File: src/logic/macArithPkg.sv
package macArithPkg;

	localparam int widthX = 8;  // multiplier X
	localparam int widthY = 8;  // multiplicand Y
	localparam int widthA = 20; // augend, accumulator and result

	// host commands, taken from the low two bits of the command word
	typedef enum logic [1:0] {
		OP_MULADD = 2'd0, // X*Y + A
		OP_MULACC = 2'd1, // X*Y + acc
		OP_CLEAR  = 2'd2  // acc and result to zero
	} macOp;

endpackage

File: src/logic/macBusPkg.sv
package macBusPkg;

	localparam int busWidth  = 32; // wishbone data
	localparam int addrWidth = 3;  // word address
	localparam int cntWidth  = 16; // completion counter, wraps

	// word addresses of the register map
	typedef enum logic [addrWidth-1:0] {
		REG_X      = 3'd0, // write only
		REG_Y      = 3'd1,
		REG_A      = 3'd2,
		REG_CMD    = 3'd3, // a write here launches the operation
		REG_RESULT = 3'd4, // read only
		REG_STATUS = 3'd5
	} regAddr;

endpackage

File: src/logic/MulPPGenSgn.sv
`timescale 1ns/1ps

module MulPPGenSgn #(
	parameter int widthX = 8, // multiplier width
	parameter int widthY = 8  // multiplicand width
) (
	input  logic [widthX-1:0]                       X,
	input  logic [widthY-1:0]                       Y,
	output logic [(widthX+2)*(widthX+widthY)-1:0]   PP // widthX+2 rows of widthX+widthY bits
);

	always_comb begin : ppRows
		logic xb;
		logic yb;
		PP = '0;
		// row i holds X[i]*Y shifted by i
		for (int i = 0; i < widthX; i++) begin
			for (int k = 0; k < widthY; k++) begin
				xb = X[i];
				yb = Y[k];
				if (i == widthX - 1 && k != widthY - 1)
					yb = ~yb; // negative weight of X sign, y side inverted
				if (i != widthX - 1 && k == widthY - 1)
					xb = ~xb; // negative weight of Y sign
				PP[i*(widthX+widthY)+i+k] = xb & yb; // sign*sign stays plain
			end
		end

		// X sign correction row
		PP[widthX*(widthX+widthY)+widthX-1]        = X[widthX-1];
		PP[widthX*(widthX+widthY)+widthX+widthY-2] = ~X[widthX-1];

		// Y sign correction row, constant one in the MSB column
		PP[(widthX+1)*(widthX+widthY)+widthY-1]        = Y[widthY-1];
		PP[(widthX+1)*(widthX+widthY)+widthX+widthY-2] = ~Y[widthY-1];
		PP[(widthX+2)*(widthX+widthY)-1]               = 1'b1;
	end

endmodule

File: src/logic/Cpr.sv
`timescale 1ns/1ps

module Cpr #(
	parameter int depth = 4, // column bits
	parameter int speed = 0  // 0 linear chain, 1 tree
) (
	input  logic [depth-1:0] A,  // bits of one column
	input  logic [depth-4:0] CI, // intermediate carries from the column below
	output logic             S,  // column sum
	output logic             C,  // carry into next column
	output logic [depth-4:0] CO  // intermediate carries to next column
);

	logic [depth-3:0] cot; // all full-adder carries, weight of next column

	// full adder, returns {carry, sum}
	function automatic logic [1:0] fullAdd(input logic a, input logic b, input logic ci);
		return {(a & b) | (ci & (a ^ b)), a ^ b ^ ci};
	endfunction

	if (depth < 4) begin : depthCheck
		$error("Cpr: depth must be at least 4");
	end

	if (speed == 0) begin : slowCpr
		logic [depth-3:0] sl; // running sum down the chain

		assign {cot[0], sl[0]} = fullAdd(A[0], A[1], A[2]);
		// each further stage takes one column bit and one incoming carry
		for (genvar i = 1; i < depth - 2; i++) begin : linear
			assign {cot[i], sl[i]} = fullAdd(A[i+2], CI[i-1], sl[i-1]);
		end
		assign S = sl[depth-3];
	end else begin : fastCpr
		// queue of bits still to be added; sums and carries-in join the tail
		logic [3*depth-6:0] f;

		assign f[depth-1:0] = A;
		for (genvar i = 0; i < depth - 2; i++) begin : tree
			assign {cot[i], f[depth+2*i]} = fullAdd(f[3*i], f[3*i+1], f[3*i+2]);
			if (i < depth - 3) begin : carryIn
				assign f[depth+2*i+1] = CI[i];
			end
		end
		assign S = f[3*depth-6]; // last sum out of the queue
	end

	assign CO = cot[depth-4:0];
	assign C  = cot[depth-3];

endmodule

File: src/logic/AddMopCsv.sv
`timescale 1ns/1ps

module AddMopCsv #(
	parameter int width = 8, // operand width
	parameter int depth = 4, // operand count
	parameter int speed = 0  // passed to the slices
) (
	input  logic [depth*width-1:0] A, // operands, operand k at k*width
	output logic [width-1:0]       S, // sum vector
	output logic [width-1:0]       C  // carry vector, already weighted
);

	logic [depth*width-1:0]       grp;   // bits grouped per column
	logic [(depth-3)*(width+1)-1:0] chain; // intermediate carries between slices
	logic [width-1:0]             ct;    // slice carries before the shift

	// column i gets bit i of every operand
	for (genvar i = 0; i < width; i++) begin : column
		for (genvar k = 0; k < depth; k++) begin : operand
			assign grp[i*depth+k] = A[k*width+i];
		end
	end

	assign chain[depth-4:0] = '0; // nothing enters the LSB slice

	for (genvar i = 0; i < width; i++) begin : bitSlice
		Cpr #(.depth(depth), .speed(speed)) u_cpr (
			.A (grp[i*depth +: depth]),
			.CI(chain[i*(depth-3) +: depth-3]),
			.S (S[i]),
			.C (ct[i]),
			.CO(chain[(i+1)*(depth-3) +: depth-3]) // top slice spills past width
		);
	end

	assign C = {ct[width-2:0], 1'b0};

endmodule

File: src/logic/MulAddSgn.sv
`timescale 1ns/1ps

module MulAddSgn (
	input  logic [macArithPkg::widthX-1:0] X, // multiplier
	input  logic [macArithPkg::widthY-1:0] Y, // multiplicand
	input  logic [macArithPkg::widthA-1:0] A, // augend
	output logic [macArithPkg::widthA-1:0] P  // X*Y + A, wraps at widthA
);
	import macArithPkg::*;

	logic [(widthX+2)*(widthX+widthY)-1:0] pp;    // partial product rows
	logic [(widthX+2)*widthA-1:0]          ppExt; // rows at result width
	logic [widthA-1:0]                     s1;    // compressor sum
	logic [widthA-1:0]                     c1;    // compressor carry
	logic [widthA-1:0]                     s2;    // after augend row
	logic [widthA-1:0]                     c2;
	logic [widthA-2:0]                     t2;    // augend row carries, unshifted
	logic [widthA-1:0]                     rc;    // ripple carries

	MulPPGenSgn #(.widthX(widthX), .widthY(widthY)) u_ppGen (
		.X (X),
		.Y (Y),
		.PP(pp)
	);

	// sign extension: ones above the MSB constant turn +2^(P-1) into -2^(P-1)
	for (genvar r = 0; r < widthX + 2; r++) begin : rowExt
		assign ppExt[r*widthA +: widthA] = {{(widthA-widthX-widthY){r == widthX + 1}},
			pp[r*(widthX+widthY) +: widthX+widthY]};
	end

	AddMopCsv #(.width(widthA), .depth(widthX + 2), .speed(1)) u_csa (
		.A(ppExt),
		.S(s1),
		.C(c1)
	);

	// 3:2 row folds in the augend
	assign s2 = s1 ^ c1 ^ A;
	assign t2 = (s1[widthA-2:0] & c1[widthA-2:0])
		| (A[widthA-2:0] & (s1[widthA-2:0] ^ c1[widthA-2:0]));
	assign c2 = {t2, 1'b0};

	// final ripple add, carry out of the MSB dropped
	assign rc[0] = 1'b0;
	for (genvar i = 0; i < widthA - 1; i++) begin : ripple
		assign rc[i+1] = (s2[i] & c2[i]) | (rc[i] & (s2[i] ^ c2[i]));
	end
	assign P = s2 ^ c2 ^ rc;

endmodule

File: src/logic/macBusIn.sv
`timescale 1ns/1ps

module macBusIn (
	input  logic                            clk,
	input  logic                            rstN,
	input  logic                            cyc,
	input  logic                            stb,
	input  logic                            we,
	input  logic [macBusPkg::addrWidth-1:0] adr,
	input  logic [macBusPkg::busWidth-1:0]  datIn,
	output logic                            ack,
	output logic [macArithPkg::widthX-1:0]  opX,
	output logic [macArithPkg::widthY-1:0]  opY,
	output logic [macArithPkg::widthA-1:0]  opA,
	output macArithPkg::macOp               cmdOp,
	output logic                            start // with the ack of a REG_CMD write
);
	import macArithPkg::*;
	import macBusPkg::*;

	logic req; // new access, not yet acknowledged

	assign req = cyc & stb & ~ack;

	always_ff @(posedge clk) begin
		if (!rstN) begin
			ack   <= 1'b0;
			start <= 1'b0;
			opX   <= '0;
			opY   <= '0;
			opA   <= '0;
			cmdOp <= OP_MULADD;
		end else begin
			ack   <= req; // one cycle, never stalls
			start <= req & we & (regAddr'(adr) == REG_CMD);
			if (req && we) begin
				case (regAddr'(adr))
					REG_X:   opX   <= datIn[widthX-1:0];
					REG_Y:   opY   <= datIn[widthY-1:0];
					REG_A:   opA   <= datIn[widthA-1:0];
					REG_CMD: cmdOp <= macOp'(datIn[1:0]);
					default: ; // read-only or unmapped, ignored
				endcase
			end
		end
	end

	// master keeps the strobe up until it has seen ack
	assert property (@(posedge clk) disable iff (!rstN) ack |-> (cyc && stb));

endmodule

File: src/logic/macEngine.sv
`timescale 1ns/1ps

module macEngine (
	input  logic                           clk,
	input  logic                           rstN,
	input  logic [macArithPkg::widthX-1:0] opX,
	input  logic [macArithPkg::widthY-1:0] opY,
	input  logic [macArithPkg::widthA-1:0] opA,
	input  macArithPkg::macOp              cmdOp,
	input  logic                           start,
	output logic [macArithPkg::widthA-1:0] result,
	output logic                           done
);
	import macArithPkg::*;

	logic [widthX-1:0] s1X;     // stage 1 operands
	logic [widthY-1:0] s1Y;
	logic [widthA-1:0] s1A;
	macOp              s1Op;
	logic              s1Valid;
	logic [widthA-1:0] acc;     // running accumulator
	logic [widthA-1:0] augend;
	logic [widthA-1:0] prod;    // X*Y + augend

	always_ff @(posedge clk) begin
		if (start) begin
			s1X  <= opX;
			s1Y  <= opY;
			s1A  <= opA;
			s1Op <= cmdOp;
		end
	end

	assign augend = (s1Op == OP_MULACC) ? acc : s1A;

	MulAddSgn u_mulAdd (
		.X(s1X),
		.Y(s1Y),
		.A(augend),
		.P(prod)
	);

	always_ff @(posedge clk) begin
		if (!rstN) begin
			s1Valid <= 1'b0;
			done    <= 1'b0;
			acc     <= '0;
			result  <= '0;
		end else begin
			s1Valid <= start;
			done    <= s1Valid; // two cycles after start
			if (s1Valid) begin
				case (s1Op)
					OP_MULADD, OP_MULACC: begin
						acc    <= prod;
						result <= prod;
					end
					OP_CLEAR: begin
						acc    <= '0;
						result <= '0;
					end
					default: ; // illegal code keeps the state
				endcase
			end
		end
	end

	assert property (@(posedge clk) disable iff (!rstN)
		s1Valid |-> (s1Op inside {OP_MULADD, OP_MULACC, OP_CLEAR}));

endmodule

File: src/logic/macBusOut.sv
`timescale 1ns/1ps

module macBusOut (
	input  logic                            clk,
	input  logic                            rstN,
	input  logic [macBusPkg::addrWidth-1:0] adr,
	input  logic [macArithPkg::widthA-1:0]  result,
	input  logic                            done,
	output logic [macBusPkg::busWidth-1:0]  datOut // valid while ack is high
);
	import macArithPkg::*;
	import macBusPkg::*;

	logic [widthA-1:0]   resReg; // last completed result
	logic [cntWidth-1:0] count;  // completed commands, CLEAR included

	always_ff @(posedge clk) begin
		if (!rstN) begin
			resReg <= '0;
			count  <= '0;
		end else if (done) begin
			resReg <= result;
			count  <= count + 1'b1; // wraps
		end
	end

	// read mux straight off the address
	always_comb begin
		case (regAddr'(adr))
			REG_RESULT: datOut = {{(busWidth-widthA){resReg[widthA-1]}}, resReg};
			REG_STATUS: datOut = {{(busWidth-cntWidth){1'b0}}, count};
			default:    datOut = '0; // write-only and unmapped read as zero
		endcase
	end

endmodule

File: src/logic/macTop.sv
`timescale 1ns/1ps

module macTop (
	input  logic                            clk,
	input  logic                            rstN,
	input  logic                            cyc,
	input  logic                            stb,
	input  logic                            we,
	input  logic [macBusPkg::addrWidth-1:0] adr,
	input  logic [macBusPkg::busWidth-1:0]  datIn,
	output logic                            ack,
	output logic [macBusPkg::busWidth-1:0]  datOut
);
	import macArithPkg::*;

	logic [widthX-1:0] opX;
	logic [widthY-1:0] opY;
	logic [widthA-1:0] opA;
	macOp              cmdOp;
	logic              start;  // launch pulse
	logic [widthA-1:0] result;
	logic              done;   // completion pulse

	macBusIn u_busIn (
		.clk  (clk),
		.rstN (rstN),
		.cyc  (cyc),
		.stb  (stb),
		.we   (we),
		.adr  (adr),
		.datIn(datIn),
		.ack  (ack),
		.opX  (opX),
		.opY  (opY),
		.opA  (opA),
		.cmdOp(cmdOp),
		.start(start)
	);

	macEngine u_engine (
		.clk   (clk),
		.rstN  (rstN),
		.opX   (opX),
		.opY   (opY),
		.opA   (opA),
		.cmdOp (cmdOp),
		.start (start),
		.result(result),
		.done  (done)
	);

	macBusOut u_busOut (
		.clk   (clk),
		.rstN  (rstN),
		.adr   (adr),
		.result(result),
		.done  (done),
		.datOut(datOut)
	);

endmodule

File: config.mk
export PLATFORM = sky130hd
export DESIGN_NAME = macTop
export DESIGN_NICKNAME = d
export VERILOG_FILES = /design/src/logic/macArithPkg.sv /design/src/logic/macBusPkg.sv /design/src/logic/MulPPGenSgn.sv /design/src/logic/Cpr.sv /design/src/logic/AddMopCsv.sv /design/src/logic/MulAddSgn.sv /design/src/logic/macBusIn.sv /design/src/logic/macEngine.sv /design/src/logic/macBusOut.sv /design/src/logic/macTop.sv
export SDC_FILE = /design/constraint.sdc
export NUM_CORES = 1
export LEC_CHECK = 0
export BUFFER_PORTS_ARGS = -buffer_cell sky130_fd_sc_hd__buf_2
export CAP_MARGIN = 20
export CORE_UTILIZATION = 55
export DETAILED_ROUTE_END_ITERATION = 8
export PLACE_DENSITY = 0.73
export SLEW_MARGIN = 30
export SYNTH_ARGS = -nofsm -noshare
export SYNTH_HDL_FRONTEND = slang
export SYNTH_HIERARCHICAL = 1
export SYNTH_SLANG_ARGS = --single-unit
File: constraint.sdc
create_clock -name clk -period 13.74 [get_ports clk]
set_clock_uncertainty 0.05 [all_clocks]
set_input_delay 2.061 -clock clk [delete_from_list [all_inputs] [get_ports clk]]
set_output_delay 2.061 -clock clk [all_outputs]
set_load 0.02 [all_outputs]
**Word level (Yosys, flattened, before mapping)**

Index checks and enable logic that the tools add are counted.

- Bits in writable memories: 0
- Bits in latches: 0
- Logic and storage cells: 465
- Register bits: 136
- ROM bits: 0
- Memories: 0
- Output and inout bits: 33

- $mul: 0
- Eq/ne operators: 7
- Bitwise gates (word level): 429
- Reductions and logical operators: 10
- Order comparisons: 0
- Mux-type cells: 3
- Div/mod/pow operators: 0
- $add $sub $neg: 1
- Shift operators: 0

Operator list:

| operator | count |
|---|---|
| AND 1 bit | 216 |
| bitwise XOR 1 bit | 130 |
| one-hot mux 32 bit (2 select lines) | 1 |
| bitwise XOR 20 bit | 3 |
| bitwise OR 1 bit | 57 |
| one-hot mux 20 bit (2 select lines) | 1 |
| 2-to-1 mux 20 bit | 1 |
| bitwise XOR 20 x 18 -> 20 bit | 1 |
| AND 19 x 18 -> 19 bit | 1 |
| AND 19 bit | 1 |
| bitwise OR 19 bit | 1 |
| bitwise XOR 19 x 18 -> 19 bit | 1 |
| inverter 1 bit | 18 |
| adder 16 x 1 -> 16 bit, second input constant | 1 |
| AND reduction 2 bit | 5 |
| equality test 3 x 2 -> 1 bit, second input constant | 2 |
| equality test 3 bit, second input constant | 2 |
| equality test 3 x 1 -> 1 bit, second input constant | 1 |
| zero test 3 bit | 1 |
| equality test 2 x 1 -> 1 bit, second input constant | 1 |
| equality test 2 bit, second input constant | 1 |
| zero test 2 bit | 1 |
| nonzero test 2 bit | 1 |
| OR reduction 2 bit | 1 |
| logical AND 1 bit | 1 |

**Depth between registers and ports, before layout**

- Depth after elaboration: 52
- Gate-level depth with buffers: 42

**By module**

Netlist, hierarchy kept.

By module, submodules not included:

| module | sequential area each (um^2) | instances | area an instance (um^2) | cells an instance |
|---|---|---|---|---|
| Cpr | 0.0 | 20 | 235.2 | 28 |
| macEngine | 1,581.5 | 1 | 2,264.7 | 156 |
| macBusOut | 720.7 | 1 | 1,721.7 | 183 |
| macBusIn | 800.8 | 1 | 1,601.5 | 157 |
| MulPPGenSgn | 0.0 | 1 | 1,122.3 | 162 |
| MulAddSgn | 0.0 | 1 | 874.6 | 67 |
| AddMopCsv | 0.0 | 1 | 153.9 | 21 |

**Worst setup path after synthesis**

No wires, ideal clock.

- Kind: register to register
- Start point: reg u_engine.s1Y[3]
- End point: reg u_engine.acc[19]
- Arrival time: 10.924 ns
- Path buffers: 0
- Setup time: 0.075 ns
- Slack: 2.691 ns
- Period minus slack after synthesis: 11.049 ns
- Cell stages (with the launch flop): 38
- Cell sequence: edfxtp_1 -> and2_1 -> inv_1 -> fa_1 -> inv_1 -> fa_1 -> inv_1 -> fa_1 -> inv_1 -> fa_1 -> inv_1 -> fa_1 -> inv_1 -> inv_1 -> fa_1 -> fa_1 -> inv_1 -> fa_1 -> (+2 left out) -> fa_1 -> fa_1 -> fa_1 -> fa_1 -> fa_1 -> fa_1 -> fa_1 -> fa_1 -> fa_1 -> inv_1 -> fa_1 -> inv_1 -> fa_1 -> fa_1 -> xor2_1 -> xnor2_1 -> nand2_1 -> o22ai_1

RTL lines:

| what | line | RTL |
|---|---|---|
| start, declared | macEngine.sv:17 | `logic [widthY-1:0] s1Y;` |
| start signal, assigned | macEngine.sv:28 | `s1Y <= opY;` |
| AND 1 bit * | MulPPGenSgn.sv:25 | `PP[i*(widthX+widthY)+i+k] = xb & yb;` |
| named net u_engine.u_mulAdd.pp[3] | MulAddSgn.sv:11 | `logic [(widthX+2)*(widthX+widthY)-1:0] pp;` |
| bitwise XOR 1 bit * (5 in a row) | Cpr.sv:18 | `return {(a & b) \| (ci & (a ^ b)), a ^ b ^ ci};` |
| named net u_engine.u_mulAdd.s1[3] | MulAddSgn.sv:13 | `logic [widthA-1:0] s1;` |
| bitwise XOR 20 x 18 -> 20 bit | MulAddSgn.sv:39 | `assign s2 = s1 ^ c1 ^ A;` |
| bitwise XOR 20 bit | MulAddSgn.sv:39 |  |
| bitwise XOR 1 bit | MulAddSgn.sv:47 | `assign rc[i+1] = (s2[i] & c2[i]) \| (rc[i] & (s2[i] ^ c2[i]));` |
| AND 1 bit | MulAddSgn.sv:47 |  |
| (+26 left out) | - |  |
| bitwise OR 1 bit * | MulAddSgn.sv:47 |  |
| AND 1 bit * | MulAddSgn.sv:47 |  |
| bitwise OR 1 bit * | MulAddSgn.sv:47 |  |
| AND 1 bit * | MulAddSgn.sv:47 |  |
| bitwise OR 1 bit * | MulAddSgn.sv:47 |  |
| bitwise XOR 20 bit * | MulAddSgn.sv:49 | `assign P = s2 ^ c2 ^ rc;` |
| named net u_engine.prod[19] | macEngine.sv:23 | `logic [widthA-1:0] prod;` |
| one-hot mux 20 bit (2 select lines) * | macEngine.sv:53 | `case (s1Op)` |
| end signal, assigned | macEngine.sv:55 | `acc <= prod;` |
| end, declared | macEngine.sv:21 | `logic [widthA-1:0] acc;` |

The timed path passes the listed nets; every way through them passes the cells marked *.
A chain may end at the register's enable or synchronous reset.

**Worst setup path after layout**

Same ends and word-level chain as after synthesis.

==> out/results.tsv <==
metric	value	unit
worst_slew_pin_slew	0.9171	ns
finalCritPeriodShare	84.63	%
cellPowerDensity	143.3	nW/um^2
clk_pin_slew	0.06	ns
post_cts_buffers	0	
cts_inserted_buffers	17	
start_util	56.60	%
antenna_cells	0	
port_buffers	60	
tritoncts	built	
crit_path_end_kind	register	
fin_cells	1655	
finalSetupViolCount	0	
die_h	152.3	um
rsz0062_at_grt	no	
die_w	152.3	um
maxSlewHeadroom	38.78	%
avgSynthCellArea	9.545	um^2
grt_max_degree	59	
worstSetupStartpointType	register	
grt_usage	19.20	%
fmax	85.99	MHz
place_hpwl	16.04	mm
fill_cells	1920	
fin_setup_tns	0	ns
cp.arrival	11.91	ns
gp_congestion	0.8145	
fin_area	13060	um^2
viasPerCell	4.466	
htree_levels	4	
holdBufCountCts	0	
crit_slowest_cell	edfxtp_1	
setup_ws	2.111	ns
detail-route-antenna-nets	0	
report.final.slew_viol_count	0	
outcome	finished with violations	
cp_slowest_stage_delay	0.53	ns
crit_path_max_fanout	8	
finalWirelength	20.59	mm
final_core_util	59.49	%
synthToLayoutAreaGrowth	5.104	%
grt_pass1_vias	7710	
wl_per_cell	12.44	um
antenna_found_initial	0	
dieArea	23200	um^2
p_leak	6.780	nW
cp_common_cell	fa_1	
gr-total-overflow	0	
cts-root-buf	clkbuf_16	
dp_slack	2.092	ns
cp_top_family	adder cells	
regArea	3103	um^2
core	21960	um^2
required	14.02	ns
num_rows	54	
synthCells	1302	
postPlaceCellArea	12480	um^2
vias	7392	
ys_warn_count	6	
critPathBufInv	10	
pin_count	73	
fin_nets	1600	
violations	DRC	
cts_sinks	136	
syn_area	12430	um^2
hp-class	register to register	
grt_pass1_wl	35.27	mm
path_class	register to register	
max_cap_viol_count	0	
peakVddDrop	0.1698	mV
clk_path_buf_depth	2	
multi_input_area	7109	um^2
first_pass_iters	7	
dp.cells	1623	
clock_latency	0.42	ns
drc_errors	1	
drtIter0Drc	365	
period_minus_slack	11.63	ns
ctsResizeCount	0	
hold_viol	0	
drive_above_1_share	9.527	%
[flip-flops by register name, summed over array words and instances (netlist names)]
| name | flops |
|---|---|
| u_engine/done | 1 |
| u_engine/s1X | 8 |
| u_busIn/cmdOp | 2 |
| u_busIn/opA | 20 |
| u_busOut/resReg | 20 |
| u_engine/acc | 20 |
| u_engine/s1Valid | 1 |
| u_engine/s1Op | 2 |
| u_engine/s1Y | 8 |
| u_busIn/opY | 8 |
| u_busIn/start | 1 |
| u_busIn/ack | 1 |
| u_busIn/opX | 8 |
| u_busOut/count | 16 |
| u_engine/s1A | 20 |
[area by class of cell]
| cell class | count | area share, % |
|---|---|---|
| Clock buffer | 19 | 3.477 |
| Clock inverter | 13 | 0.9291 |
| Inverter | 424 | 12.18 |
| Multi-Input combinational cell | 719 | 54.43 |
| Sequential cell | 136 | 23.75 |
| Tap cell | 280 | 2.682 |
| Timing Repair Buffer | 64 | 2.548 |
[per-stage QoR]
stage	total power [mW]	hold WS, ns
after floorplan	1.262	0.3581
after global routing	2.078	0.3932
after CTS	1.860	0.3786
final	1.872	0.3782
after global placement	1.381	0.3617
after detailed placement	1.410	0.3646
[worst paths after layout]
check	end	slack, ns	cells past startpoint	start
worst min-delay path	u_engine/s1A[12]	0.38	0	u_busIn/opA[12]
worst min register to register	u_engine/s1A[12]	0.38	0	u_busIn/opA[12]
worst max-delay path	u_engine/acc[19]	2.11	37	u_engine/s1Y[3]
worst max register to register	u_engine/acc[19]	2.11	37	u_engine/s1Y[3]
[layout by cell type (no fill, tap or decap), types with 2 or more instances in the layout]
cell / n
dfxtp_1: 98
nor2b_1: 14
and4_1: 2
and2b_2: 2
nand2_1: 106
mux2i_1: 63
edfxtp_1: 38
clkinv_4: 7
and3_1: 3
fa_1: 196
inv_1: 423
and2_1: 56
buf_4: 5
xor2_1: 8
nand3_1: 2
nand3_4: 2
xnor2_1: 4
o22ai_1: 20
and3b_1: 2
clkinv_2: 3
nor2_1: 32
mux2_4: 20
ha_1: 2
clkbuf_16: 18
nand3_2: 2
nand4_1: 7
nand2b_1: 5
a22o_1: 16
and4_4: 2
buf_2: 59
conb_1: 140
[where the power goes]
group | internal [mW] | total [mW] | switching [mW]
registers | 0.412 | 0.413 | 0.00143
clock network | 0.261 | 0.437 | 0.176
logic | 0.450 | 1.02 | 0.572
total | 1.12 | 1.87 | 0.749
[layer usage]
metal / track usage, % / wire length, um / vias up
met5: 0 / 0 / -
met4: 4.665 / 274 / 0
met2: 36.01 / 11440 / 100
met3: 2.816 / 497 / 24
met1: 23.02 / 8369 / 3706
li1: - / - / 3562
Power figures use the tool's default switching activity.
